**config.mk**
```make
export PLATFORM = sky130hd
export DESIGN_NAME = blob_tracker
export DESIGN_NICKNAME = d
export VERILOG_FILES = /design/src/com_pkg.sv /design/src/blob_tracker.sv /design/src/center_of_mass.sv /design/src/divider.sv /design/src/pixel_mask.sv
export SDC_FILE = /design/constraint.sdc
export NUM_CORES = 1
export LEC_CHECK = 0
export BUFFER_PORTS_ARGS = -buffer_cell sky130_fd_sc_hd__buf_4
export CAP_MARGIN = 25
export CORE_UTILIZATION = 55
export CTS_BUF_LIST = sky130_fd_sc_hd__clkbuf_8
export DETAILED_ROUTE_END_ITERATION = 8
export PLACE_DENSITY_LB_ADDON = 0.15
export SYNTH_ARGS = -nofsm -noshare
export SYNTH_HDL_FRONTEND = slang
export SYNTH_SLANG_ARGS = --single-unit
```
**constraint.sdc**
```tcl
create_clock -name clk_in -period 4.2 [get_ports clk_in]
set_input_delay 1.05 -clock clk_in [delete_from_list [all_inputs] [get_ports clk_in]]
set_output_delay 1.05 -clock clk_in [all_outputs]
set_load 0.005 [all_outputs]
```
**src/com_pkg.sv**
```systemverilog
package com_pkg;

    // pixel coordinates as delivered by the camera front end
    localparam int X_WIDTH = 11;
    localparam int Y_WIDTH = 10;

    // accumulators, pixel count and divider operands all share this width
    localparam int SUM_WIDTH = 32;

    // one quotient bit per step, so the step counter only has to reach SUM_WIDTH - 1
    localparam int STEP_WIDTH = $clog2(SUM_WIDTH);

    // RGB565 layout, red in the top bits
    localparam int PIXEL_WIDTH = 16;

    localparam int RED_WIDTH = 5;
    localparam int GREEN_WIDTH = 6;
    localparam int BLUE_WIDTH = 5;

    localparam int RED_LSB = 11;   // bits 15:11
    localparam int GREEN_LSB = 5;  // bits 10:5
    localparam int BLUE_LSB = 0;   // bits 4:0

endpackage

```
**src/blob_tracker.sv**
```systemverilog
`timescale 1ns/10ps
`default_nettype none

module blob_tracker import com_pkg::*; (
    input wire clk_in,
    input wire rst_in,
    input wire [PIXEL_WIDTH-1:0] pixel_in,
    input wire [X_WIDTH-1:0] x_in,
    input wire [Y_WIDTH-1:0] y_in,
    input wire valid_in,
    input wire frame_done_in,
    input wire [RED_WIDTH-1:0] red_min_in,
    input wire [GREEN_WIDTH-1:0] green_max_in,
    input wire [BLUE_WIDTH-1:0] blue_max_in,
    output logic [X_WIDTH-1:0] x_out,
    output logic [Y_WIDTH-1:0] y_out,
    output logic found_out,
    output logic valid_out
);

    logic [X_WIDTH-1:0] mask_x;
    logic [Y_WIDTH-1:0] mask_y;
    logic mask_hit;
    logic mask_tabulate;  // frame done, one cycle late

    pixel_mask u_pixel_mask (
        .clk_in(clk_in),
        .rst_in(rst_in),
        .pixel_in(pixel_in),
        .x_in(x_in),
        .y_in(y_in),
        .valid_in(valid_in),
        .frame_done_in(frame_done_in),
        .red_min_in(red_min_in),
        .green_max_in(green_max_in),
        .blue_max_in(blue_max_in),
        .x_out(mask_x),
        .y_out(mask_y),
        .hit_out(mask_hit),
        .tabulate_out(mask_tabulate)
    );

    center_of_mass u_center_of_mass (
        .clk_in(clk_in),
        .rst_in(rst_in),
        .x_in(mask_x),
        .y_in(mask_y),
        .valid_in(mask_hit),
        .tabulate_in(mask_tabulate),
        .x_out(x_out),
        .y_out(y_out),
        .found_out(found_out),
        .valid_out(valid_out)
    );

endmodule

`default_nettype wire

```
**src/center_of_mass.sv**
```systemverilog
`timescale 1ns/10ps
`default_nettype none

module center_of_mass import com_pkg::*; (
    input wire clk_in,
    input wire rst_in,
    input wire [X_WIDTH-1:0] x_in,
    input wire [Y_WIDTH-1:0] y_in,
    input wire valid_in,
    input wire tabulate_in,
    output logic [X_WIDTH-1:0] x_out,
    output logic [Y_WIDTH-1:0] y_out,
    output logic found_out,
    output logic valid_out
);

    enum logic [1:0] {
        ACQUIRE,
        CALC_X,
        CALC_Y
    } state;

    logic [SUM_WIDTH-1:0] x_sum;
    logic [SUM_WIDTH-1:0] y_sum;
    logic [SUM_WIDTH-1:0] count;
    logic [SUM_WIDTH-1:0] x_operand;  // frame being divided while the next one accumulates
    logic [SUM_WIDTH-1:0] y_operand;
    logic [SUM_WIDTH-1:0] count_operand;
    logic frame_start;
    logic empty_frame;
    logic div_start;
    logic [SUM_WIDTH-1:0] div_dividend;
    logic [SUM_WIDTH-1:0] div_quotient;
    logic div_done;

    assign frame_start = tabulate_in && (state == ACQUIRE);  // tabulate while busy is dropped
    assign empty_frame = (count == '0);
    assign div_dividend = (state == CALC_Y) ? y_operand : x_operand;

    divider u_divider (
        .clk_in(clk_in),
        .rst_in(rst_in),
        .dividend_in(div_dividend),
        .divisor_in(count_operand),
        .data_valid_in(div_start),
        .quotient_out(div_quotient),
        .data_valid_out(div_done)
    );

    always_ff @(posedge clk_in) begin
        if (rst_in) begin
            x_sum <= '0;
            y_sum <= '0;
            count <= '0;
        end else if (frame_start) begin
            // a hit arriving with tabulate already belongs to the next frame
            x_sum <= valid_in ? SUM_WIDTH'(x_in) : '0;
            y_sum <= valid_in ? SUM_WIDTH'(y_in) : '0;
            count <= SUM_WIDTH'(valid_in);
        end else if (valid_in) begin
            x_sum <= x_sum + SUM_WIDTH'(x_in);
            y_sum <= y_sum + SUM_WIDTH'(y_in);
            count <= count + 1'b1;
        end
    end

    always_ff @(posedge clk_in) begin
        if (frame_start) begin
            x_operand <= x_sum;
            y_operand <= y_sum;
            count_operand <= count;
        end
    end

    always_ff @(posedge clk_in) begin
        if (rst_in) begin
            state <= ACQUIRE;
            div_start <= 1'b0;
            valid_out <= 1'b0;
            found_out <= 1'b0;
        end else begin
            div_start <= 1'b0;
            valid_out <= 1'b0;
            case (state)
                ACQUIRE: begin
                    if (tabulate_in && empty_frame) begin
                        valid_out <= 1'b1;  // nothing to divide, report straight away
                        found_out <= 1'b0;
                    end else if (tabulate_in) begin
                        div_start <= 1'b1;
                        state <= CALC_X;
                    end
                end
                CALC_X: begin
                    if (div_done) begin
                        div_start <= 1'b1;  // same divisor, y sum goes in next
                        state <= CALC_Y;
                    end
                end
                CALC_Y: begin
                    if (div_done) begin
                        valid_out <= 1'b1;
                        found_out <= 1'b1;
                        state <= ACQUIRE;
                    end
                end
                default: state <= ACQUIRE;
            endcase
        end
    end

    // a mean never exceeds its largest input, so the upper quotient bits are zero
    always_ff @(posedge clk_in) begin
        if (frame_start && empty_frame) begin
            x_out <= '0;
            y_out <= '0;
        end else if (div_done && (state == CALC_X)) begin
            x_out <= div_quotient[X_WIDTH-1:0];
        end else if (div_done && (state == CALC_Y)) begin
            y_out <= div_quotient[Y_WIDTH-1:0];
        end
    end

    single_cycle_result: assert property (
        @(posedge clk_in) disable iff (rst_in)
        valid_out |=> !valid_out
    ) else $error("centroid valid held for more than one cycle");

    no_empty_division: assert property (
        @(posedge clk_in) disable iff (rst_in)
        div_start |-> (count_operand != '0)
    ) else $error("division started for a frame with no hits");

endmodule

`default_nettype wire

```
**src/divider.sv**
```systemverilog
`timescale 1ns/10ps
`default_nettype none

module divider import com_pkg::*; (
    input wire clk_in,
    input wire rst_in,
    input wire [SUM_WIDTH-1:0] dividend_in,
    input wire [SUM_WIDTH-1:0] divisor_in,
    input wire data_valid_in,
    output logic [SUM_WIDTH-1:0] quotient_out,
    output logic data_valid_out
);

    logic [SUM_WIDTH-1:0] dividend_r;  // dividend bits leave at the top, quotient bits enter below
    logic [SUM_WIDTH-1:0] divisor_r;
    logic [SUM_WIDTH-1:0] remainder_r;
    logic [SUM_WIDTH:0] trial;         // partial remainder with the next dividend bit appended
    logic [SUM_WIDTH:0] difference;
    logic [SUM_WIDTH-1:0] next_remainder;
    logic [SUM_WIDTH-1:0] next_dividend;
    logic quotient_bit;
    logic busy;
    logic [STEP_WIDTH-1:0] step_count;
    logic last_step;

    // restoring step: subtract only when the divisor fits
    always_comb begin
        trial = {remainder_r, dividend_r[SUM_WIDTH-1]};
        difference = trial - {1'b0, divisor_r};
        quotient_bit = (trial >= {1'b0, divisor_r});
        next_remainder = quotient_bit ? difference[SUM_WIDTH-1:0] : trial[SUM_WIDTH-1:0];
        next_dividend = {dividend_r[SUM_WIDTH-2:0], quotient_bit};
    end

    assign last_step = busy && (step_count == STEP_WIDTH'(SUM_WIDTH - 1));

    always_ff @(posedge clk_in) begin
        if (rst_in) begin
            busy <= 1'b0;
            step_count <= '0;
            data_valid_out <= 1'b0;
        end else begin
            data_valid_out <= 1'b0;
            if (data_valid_in) begin
                busy <= 1'b1;
                step_count <= '0;
            end else if (busy) begin
                step_count <= step_count + 1'b1;
                if (last_step) begin
                    busy <= 1'b0;
                    data_valid_out <= 1'b1;  // result is ready on the cycle after the last step
                end
            end
        end
    end

    always_ff @(posedge clk_in) begin
        if (data_valid_in) begin
            dividend_r <= dividend_in;
            divisor_r <= divisor_in;
            remainder_r <= '0;
        end else if (busy) begin
            dividend_r <= next_dividend;
            remainder_r <= next_remainder;
            if (last_step) begin
                quotient_out <= next_dividend;  // after the final shift the whole word is quotient
            end
        end
    end

    // the sequencer upstream must wait for the done pulse before starting again
    start_while_idle: assert property (
        @(posedge clk_in) disable iff (rst_in)
        data_valid_in |-> !busy
    ) else $error("divider started while a division was still running");

    // an empty frame has to be handled before it gets here
    nonzero_divisor: assert property (
        @(posedge clk_in) disable iff (rst_in)
        data_valid_in |-> (divisor_in != '0)
    ) else $error("divider started with a zero divisor");

endmodule

`default_nettype wire

```
**src/pixel_mask.sv**
```systemverilog
`timescale 1ns/10ps
`default_nettype none

module pixel_mask import com_pkg::*; (
    input wire clk_in,
    input wire rst_in,
    input wire [PIXEL_WIDTH-1:0] pixel_in,
    input wire [X_WIDTH-1:0] x_in,
    input wire [Y_WIDTH-1:0] y_in,
    input wire valid_in,
    input wire frame_done_in,
    input wire [RED_WIDTH-1:0] red_min_in,
    input wire [GREEN_WIDTH-1:0] green_max_in,
    input wire [BLUE_WIDTH-1:0] blue_max_in,
    output logic [X_WIDTH-1:0] x_out,
    output logic [Y_WIDTH-1:0] y_out,
    output logic hit_out,
    output logic tabulate_out
);

    logic [RED_WIDTH-1:0] red;
    logic [GREEN_WIDTH-1:0] green;
    logic [BLUE_WIDTH-1:0] blue;
    logic in_bounds;

    assign red = pixel_in[RED_LSB +: RED_WIDTH];
    assign green = pixel_in[GREEN_LSB +: GREEN_WIDTH];
    assign blue = pixel_in[BLUE_LSB +: BLUE_WIDTH];

    // strong red with little green and blue counts as part of the blob
    assign in_bounds = (red >= red_min_in)
                    && (green <= green_max_in)
                    && (blue <= blue_max_in);

    always_ff @(posedge clk_in) begin
        if (rst_in) begin
            hit_out <= 1'b0;
            tabulate_out <= 1'b0;
        end else begin
            hit_out <= valid_in && in_bounds;
            tabulate_out <= frame_done_in;  // keeps frame done aligned with the last hit
        end
    end

    // coordinates ride along with the hit strobe
    always_ff @(posedge clk_in) begin
        x_out <= x_in;
        y_out <= y_in;
    end

endmodule

`default_nettype wire

```
======== Word level (Yosys, flattened, before mapping) ========
Cells that the tools add are included.
operators by class
  add/subtract/negate cells ............... 5
  magnitude comparators ................... 4
  equal/unequal tests ..................... 8
  mux-type cells .......................... 30
  bitwise operators ....................... 3
  reductions and logical operators ........ 21
operators by type and width
  operator                                                          count
  32-bit two-way mux                                                8
  33-bit by 32-bit >= comparator with 1-bit output                  1
  32-bit by 1-bit adder with 32-bit output (second input constant)  1
  32-bit by 10-bit adder with 32-bit output                         1
  32-bit by 11-bit adder with 32-bit output                         1
  32-bit logical NOT                                                1
  32-bit subtractor                                                 1
  1-bit two-way mux                                                 12
  11-bit two-way mux                                                1
  10-bit two-way mux                                                1
  2-bit inequality test (second input constant)                     5
  1-bit logical AND                                                 9
  2-bit two-way mux                                                 4
  6-bit <= comparator                                               1
  1-bit case mux with 2 select lines                                3
  2-bit case mux with 3 select lines                                1
  3-bit AND reduction                                               2
  2-bit nonzero test                                                3
  5-bit by 1-bit adder with 5-bit output (second input constant)    1
  5-bit == test (second input constant)                             1
  5-bit >= comparator                                               1
  5-bit <= comparator                                               1
  4-bit AND reduction                                               1
  2-bit OR reduction                                                2
  other kinds (6)                                                   8
word-level totals
  register bits after elaboration ......... 355
  bits of input ports ..................... 57
  output and inout port bits .............. 23
  logic and storage cells ................. 95

======== Logic depth before layout (Yosys ltp) ========
Gate-level depths: netlist of the first run.
  depth after elaboration ................. 5
  gate-level depth with buffers ........... 13
  depth with buffers taken out ............ 11

======== By module ========
From an unflattened synthesis of the first run, not the netlist that was laid out.
second synthesis, totals
  cell total of the unflattened synthesis .. 1,580
  area total of the unflattened synthesis .. 17,245.3 um^2
modules (own cells, without submodules)
  module          instances  cells an instance  area each (um^2)  sequential area each (um^2)
  center_of_mass  1          910                9,608.0           5,325.1
  divider         1          590                6,759.0           3,663.5
  pixel_mask      1          80                 878.3             460.4

======== Worst setup path before layout of the first run ========
Ideal clock, no wire load.
  kind .................................... flip-flop to flip-flop
  start point ............................. register u_center_of_mass.state[1] (netlist bit)
  end point ............................... register u_center_of_mass.div_start
  setup time .............................. 0.087 ns
  arrival ................................. 4.544 ns
  data required time ...................... 4.113 ns
  setup slack ............................. -0.432 ns
  stages on the path, launching flop included .. 8
  buffers on the path ..................... 2
  path through ............................ dfxtp_1 > nor2_1 > nand2_1 > inv_1 > clkbuf_1 > clkbuf_1 > o21ai_0 > a211oi_1
between the ends
  word-level cells in the longest chain between the ends .. 2
  elaborated cells between the ends (all ways) .. 3
ends and longest elaborated chain
  element                                                                        line                  text
  start, declared                                                                center_of_mass.sv:21  } state;
  start signal, assigned                                                         center_of_mass.sv:77  state <= ACQUIRE;
  start signal, assigned                                                         center_of_mass.sv:91  state <= CALC_X;
  start signal, assigned                                                         center_of_mass.sv:97  state <= CALC_Y;
  2-bit by 1-bit == test with 1-bit output or 2-bit logical NOT (tied branches)  center_of_mass.sv:84  case (state)
  1-bit case mux with 2 select lines *                                           center_of_mass.sv:84
  end signal, assigned                                                           center_of_mass.sv:82  div_start <= 1'b0;
  end signal, assigned                                                           center_of_mass.sv:90  div_start <= 1'b1;
  end signal, assigned                                                           center_of_mass.sv:96  div_start <= 1'b1;
  end, declared                                                                  center_of_mass.sv:31  logic div_start;
Mark *: on every way between the ends. The rest lies on a longest branch, timed or not.
A chain may end at the register's enable or synchronous reset.

======== Worst setup path after layout of the first run ========
  start point ............................. register u_center_of_mass.u_divider.divisor_r[12]
  end point ............................... register u_center_of_mass.u_divider.remainder_r[17]
between the ends
  word-level cells in the longest chain between the ends .. 2
  elaborated cells between the ends (all ways) .. 3
ends and longest elaborated chain
  element                                                                                line                          text
  start, declared                                                                        divider.sv:15                 logic [SUM_WIDTH-1:0] divisor_r;
  start signal, assigned                                                                 divider.sv:60                 divisor_r <= divisor_in;
  32-bit subtractor or 33-bit by 32-bit >= comparator with 1-bit output (tied branches)  divider.sv:29, divider.sv:30
  32-bit two-way mux *                                                                   divider.sv:31                 next_remainder = quotient_bit ? difference[SUM_WIDTH-1:0] : trial[SUM_WIDTH-1:0];
  end signal, assigned                                                                   divider.sv:64                 remainder_r <= next_remainder;
  end, declared                                                                          divider.sv:16                 logic [SUM_WIDTH-1:0] remainder_r;
Marks and branches as above.

==> reports/metrics.yaml, run 1 <==
placed_design:
  hpwl_um: 23000
  place_inst: 1990
  port_buffers: 79
  gp_congestion: 0.902
drt:
  drt_iter0_drc: 723
  vias_per_cell: 5.59
  drc: 0
  first_pass_iters: 5
  vias: 11725
  wl_um: 33900
  ant_nets: 0
  wire_per_inst_um: 16.1
worst_setup_path:
  arrival_ps: 3900
  crit_type: "flop to flop"
  rr_worst_depth: 11
  max_stage_delay_ps: 500
  r2r_setup_slack_ps: 790
  crit_family: "compound AO/OA/AOI/OAI gates"
  worst_path_max_delay_cell: "a31oi_4"
  cp_num_buf_inv: 2
  cp-start-kind: "flop"
  cp.depth: 11
  crit_path_end_kind: "flop"
  path_max_fanout: 28
  r2r-end: "u_center_of_mass.u_divider.remainder_r[17]$_SDFFE_PP0P_"
  worstReg2RegStart: "u_center_of_mass.u_divider.divisor_r[12]$_DFFE_PP_"
  critPathRequiredTime_ps: 4690
  path_cells: "inv_1 -> ha_1 -> a21oi_1 -> o21ai_0 -> a221oi_2 -> nand3_2 -> a211o_1 -> a31oi_4 -> inv_4 -> mux2i_1 -> a211oi_1"
cts:
  cts.path.max_buffers: 3
  clock_sinks: 355
  cts_resized: 0
  cts_max_level: 2
  cts_made_buffers: 57
  cts_root_buffer: "clkbuf_8"
  clk_latency_ps: 600
  clkTransAtPathRegs_ps: 70
  cts_tree: "yes"
  post_cts_buffers: 0
  cts_hold_buf: 0
finish:
  syn2layout_area_growth_pct: 13.0
  diodes: 0
  post-route-util: 0.637
  finalNetCount: 1798
  final_cell_count_no_fill: 2098
  drive_above_1_share: 0.115
yosys:
  synth_compound_area_frac: 0.128
  synth_cell_types: 67
  ys_ff_latch: 355
  synth_area_um2: 16400
  synth_top_family_by_area: "simple AND/OR/NAND/NOR gates"
  syn-instance-count: 1589
  async_flop_share: 0
  ys.flop_type: "dfxtp_1"
  synth_adder_area_share: 0.0595
  syn_area_per_cell_um2: 10.3
  synth-simple-area-share: 0.146
  synth_fp_nets: 1722
  yosysSeqAreaShare: 0.539
  synth_mux_area_frac: 0.0380
  ys_warn_count: 0
  synth_edf_count: 171
  synth_xor_area_frac: 0.0530
global_routing:
  grt_use_total: 0.226
  grt_pass1_wl_um: 56100
  overflow: 0
  antenna_found_initial: 0
  grt_pass1_vias: 11351
  grt_max_degree: 83
min_path:
  hp-class: "flop to flop"
  whs_path_depth: 0
  min-delay-start: "u_center_of_mass.count_operand[6]$_DFFE_PP_"
  hold_end: "u_center_of_mass.u_divider.divisor_r[6]$_DFFE_PP_"
sta:
  fin_worst_skew_ps: 21.5
  final_max_slew_viol_count: 0
  setup_viol: 0
  max_slew_margin: 0.327
  finalSetupTns_ps: 0
  grt_setup_unrepaired: "no"
  period_share: 0.811
  fin_crit_ps: 3410
  finalHoldViolations: 0
  max_slew.worst_pin.slew_ps: 1010
  timing.fmax_mhz: 293
power:
  power_mw: 8.53
  leakage_nw: 7.16
  vdd_drop_max_mv: 0.273
  p_per_area_nw_per_um2: 461
floorplanning:
  die-area_um2: 30500
  die_height_um: 175
  rows: 62
  die_w_um: 175
  design.core.area_um2: 29000
  initial_core_util: 0.564
  num_io_pins: 80
status:
  status: "finished clean"
run:
  drv_cap: 0
-- per-layer routing --
metal | vias to the layer above | track usage | wire, um
li1 | 5866 | - | -
met1 | 5565 | 0.306 | 15900
met2 | 235 | 0.375 | 16000
met3 | 59 | 0.0332 | 1330
met4 | 0 | 0.0678 | 621
met5 | - | 0 | 0
-- cells in the final DEF, fill, tap and decap left out, types with 14 or more instances in the layout --
master | Yosys | routed
dfxtp_1 | 184 | 181
nor2_1 | 179 | 179
edfxtp_1 | 171 | 171
nand2_1 | 139 | 139
a21oi_1 | 114 | 114
buf_4 | 0 | 92
inv_1 | 77 | 88
ha_1 | 73 | 73
clkbuf_8 | 0 | 70
mux2i_1 | 61 | 61
xor2_1 | 59 | 59
o21ai_0 | 49 | 49
xnor2_1 | 40 | 40
nand3_1 | 37 | 37
nand4_1 | 25 | 25
o211ai_1 | 24 | 24
nor3_1 | 25 | 24
and3_1 | 23 | 23
a211oi_1 | 23 | 23
a31oi_1 | 21 | 21
or3_1 | 15 | 15
nor2b_1 | 15 | 14
nand2b_1 | 15 | 14
-- worst register-to-register path: cells and delay by family, from the launching register on --
family	cells	cell delay, ps
flops	1	330
compound gates	6	1840
mux	1	230
fa+ha+maj	1	380
simple gates	1	150
buf+inv	2	370
-- Yosys cell counts (all sizes together), types with 3 or more instances --
cell	n	area [um2]
o311ai	3	26.3
and4	7	61.3
o41ai	4	35.0
and2	10	62.6
mux2i	61	611
nor2	180	678
nand4	25	156
ha	73	913
a211oi	23	173
a311oi	4	35.0
a22oi	6	45.0
buf	15	77.6
o21a	13	97.6
a31o	3	26.3
or2	4	25.0
a211o	6	52.6
clkbuf	61	229
o21bai	3	22.5
and3	23	144
edfxtp	171	5130
nor2b	15	93.8
a31oi	22	153
o21ai	54	270
nor3	25	125
nand3	38	195
dfxtp	184	3680
a21oi	114	571
xor2	59	517
o31ai	3	22.5
xnor2	40	350
o211ai	24	180
nor4	8	50.1
a21o	13	97.6
a41o	4	40.0
nand2b	15	93.8
nand3b	9	67.6
o2111ai	10	87.6
or3	15	93.8
fa	3	60.1
a41oi	5	43.8
nand2	139	522
inv	78	295
-- how the worst max path moves through the flow --
| stage | from | endpoint | slack [ps] |
|---|---|---|---|
| 2_1_floorplan | u_center_of_mass.state[1]$_SDFFE_PP0P_ | u_center_of_mass.div_start$_SDFF_PP0_ | 1260 |
| 3_3_place_gp | u_center_of_mass.u_divider.divisor_r[1]$_DFFE_PP_ | u_center_of_mass.u_divider.remainder_r[12]$_SDFFE_PP0P_ | 970 |
| 3_5_place_dp | u_center_of_mass.u_divider.divisor_r[1]$_DFFE_PP_ | u_center_of_mass.u_divider.remainder_r[17]$_SDFFE_PP0P_ | 810 |
| 4_1_cts | u_center_of_mass.u_divider.divisor_r[1]$_DFFE_PP_ | u_center_of_mass.u_divider.remainder_r[17]$_SDFFE_PP0P_ | 770 |
| 5_1_grt | u_center_of_mass.u_divider.divisor_r[1]$_DFFE_PP_ | u_center_of_mass.u_divider.remainder_r[17]$_SDFFE_PP0P_ | 570 |
| 6_report | u_center_of_mass.u_divider.divisor_r[12]$_DFFE_PP_ | u_center_of_mass.u_divider.remainder_r[17]$_SDFFE_PP0P_ | 790 |
-- area by class of cell --
type	instances	area [um2]
clock buffers	70	963
clock inverters	38	249
fillers	2372	10500
inverters	78	298
multi-input cells	1080	6970
flip-flops and latches	355	8820
well taps	384	480
repair buffers	93	711
-- sequential cells by signal (all words and copies together) (netlist names), 32 cells and up --
register and cells:
u_center_of_mass.x_operand 32, u_center_of_mass.y_sum 32, u_center_of_mass.u_divider.remainder_r 32, u_center_of_mass.y_operand 32, u_center_of_mass.x_sum 32, u_center_of_mass.count_operand 32, u_center_of_mass.count 32, u_center_of_mass.u_divider.dividend_r 32
u_center_of_mass.u_divider.divisor_r 32
-- kinds of logic (layout without fill, tap and decap cells) --
logic type | Yosys count | count (layout)
AOI/OAI and AO/OA | 327 | 327
xor gates and xnor gates | 99 | 99
adders and majority gates | 76 | 76
buffers and inverters | 154 | 279
DFF | 355 | 355
muxes | 62 | 62
and+or+nand+nor | 516 | 516
-- metrics by stage --
stage	cell area [um2]	hold slack, ps	worst slack (ps)
floorplan	16400	400	1260
global placement	17300	402	972
detailed placement	17300	405	812
CTS	18500	408	771
global route	18500	418	572
finish	18500	417	792
-- report_power, final --
group,internal [mW],switching [mW],total (mW)
Sequential,3.78,0.120,3.90
Combinational,0.664,0.909,1.57
Clock,1.70,1.35,3.05
No activity file was read; power rests on OpenSTA's default activity.
==> inputs of run 2 (changes only) <==
==> constraint.sdc (replaced) <==
create_clock -name clk_in -period 3.24 [get_ports clk_in]
set_input_delay 0.81 -clock clk_in [delete_from_list [all_inputs] [get_ports clk_in]]
set_output_delay 0.81 -clock clk_in [all_outputs]
set_load 0.005 [all_outputs]
==> run 2 against run 1 <==
- combinational power is 32% higher
- sequential cell count stayed put
- total power is 31% higher
==> reports/metrics.yaml, run 2 (same netlist as run 1, synthesis figures left out) <==
status:
  status: "finished clean"
worst_setup_path:
  crit_type: "flop to flop"
  worstReg2RegStart: "u_center_of_mass.u_divider.dividend_r[31]$_DFFE_PP_"
  crit_path_start: "u_center_of_mass.u_divider.dividend_r[31]$_DFFE_PP_"
  crit_path_end_kind: "flop"
  cp-start-kind: "flop"
  critPathRequiredTime_ps: 3720
  path_max_fanout: 7
  arrival_ps: 3470
  rr_worst_depth: 11
floorplanning:
  die_height_um: 175
  num_io_pins: 80
  rows: 62
  initial_core_util: 0.564
  die-area_um2: 30500
  design.core.area_um2: 29000
  die_w_um: 175
sta:
  grt_setup_unrepaired: "no"
  max_slew.worst_pin.slew_ps: 970
  max_slew_margin: 0.351
  period_share: 0.924
  timing.hold.ws_ps: 309
  finalHoldViolations: 0
  timing.fmax_mhz: 334
  final_max_slew_viol_count: 0
  setup_viol: 0
  finalSetupTns_ps: 0
  fin_worst_skew_ps: 36.9
  fin_crit_ps: 3000
  setup_slack_ps: 245
global_routing:
  grt_pass1_vias: 11426
  grt_max_degree: 67
  grt_pass1_wl_um: 56200
  antenna_found_initial: 0
  grt_use_total: 0.225
  overflow: 0
cts:
  cts_max_level: 2
  clkTransAtPathRegs_ps: 60
  cts_root_buffer: "clkbuf_8"
  clk_latency_ps: 600
  post_cts_buffers: 0
  cts_resized: 0
  cts_tree: "yes"
  cts_made_buffers: 56
  cts_hold_buf: 0
  clock_sinks: 355
  cts.path.max_buffers: 3
finish:
  final_cell_count_no_fill: 2107
  diodes: 0
  finalNetCount: 1809
  post-route-util: 0.642
  final_common_cell: "dfxtp_1"
  regArea_um2: 8820
  nFillCells: 2358
  drive_above_1_share: 0.116
  multi_input_area_um2: 6970
  layout_common_cells: "dfxtp_1 (181), nor2_1 (179), edfxtp_1 (171)"
  syn2layout_area_growth_pct: 13.7
power:
  leakage_nw: 7.28
  vdd_drop_max_mv: 0.390
  p_per_area_nw_per_um2: 600
placed_design:
  port_buffers: 79
  place_inst: 2002
  hpwl_um: 23000
  gp_congestion: 0.902
  post-place-ws_ps: 160
run:
  drv_cap: 0
min_path:
  hp-class: "input port to flop"
  min-delay-start: "y_in[3]"
  whs_path_depth: 1
drt:
  drc: 0
  vias: 11759
  first_pass_iters: 5
  wire_per_inst_um: 16.1
  ant_nets: 0
  drt_iter0_drc: 854
  wl_um: 33900
  vias_per_cell: 5.58
run 2: worst paths after layout:
check	slack [ps]	to
min reg2reg	390	u_center_of_mass.u_divider.divisor_r[3]$_DFFE_PP_
max reg2reg	240	u_center_of_mass.u_divider.remainder_r[20]$_SDFFE_PP0P_
max	240	u_center_of_mass.u_divider.remainder_r[20]$_SDFFE_PP0P_
min	310	u_pixel_mask.y_out[3]$_DFF_P_
run 2: critical path: stages (launching register included):
cell and delay (ps):
edfxtp_1 350, inv_1 50, ha_1 210, fa_1 410, nand2b_1 200, a2111oi_1 470
o21ai_0 200, nand3_2 220, a41o_1 240, xor2_1 160, mux2i_1 90, a211oi_1 260
run 2: routing by layer:
layer,part of all wire,track usage
met5,0,0
met1,0.47,0.304
met3,0.041,0.0341
met2,0.47,0.369
met4,0.023,0.0772
run 2: per-stage QoR:
stage	cell area, um2	total power [mW]
after global routing	18600	11.7
final	18600	11.2
after CTS	18600	11.3
after detailed placement	17400	7.19
after global placement	17400	7.14
after floorplan	16400	6.71
run 2: power by group:
| group | internal [mW] | leakage, nW | total [mW] | switching [mW] |
|---|---|---|---|---|
| sequential | 4.90 | 3.13 | 5.06 | 0.164 |
| combinational | 0.879 | 3.43 | 2.07 | 1.19 |
| clock | 2.30 | 0.709 | 4.03 | 1.74 |
| total | 8.08 | 7.28 | 11.2 | 3.09 |
run 2: cell type report:
class | instances | share of cell area
multi-input combinational | 1080 | 0.375
clock buffer | 61 | 0.0451
tap | 384 | 0.0258
sequential | 355 | 0.474
timing repair buffer | 105 | 0.0444
inverter | 78 | 0.0160
clock inverter | 44 | 0.0199
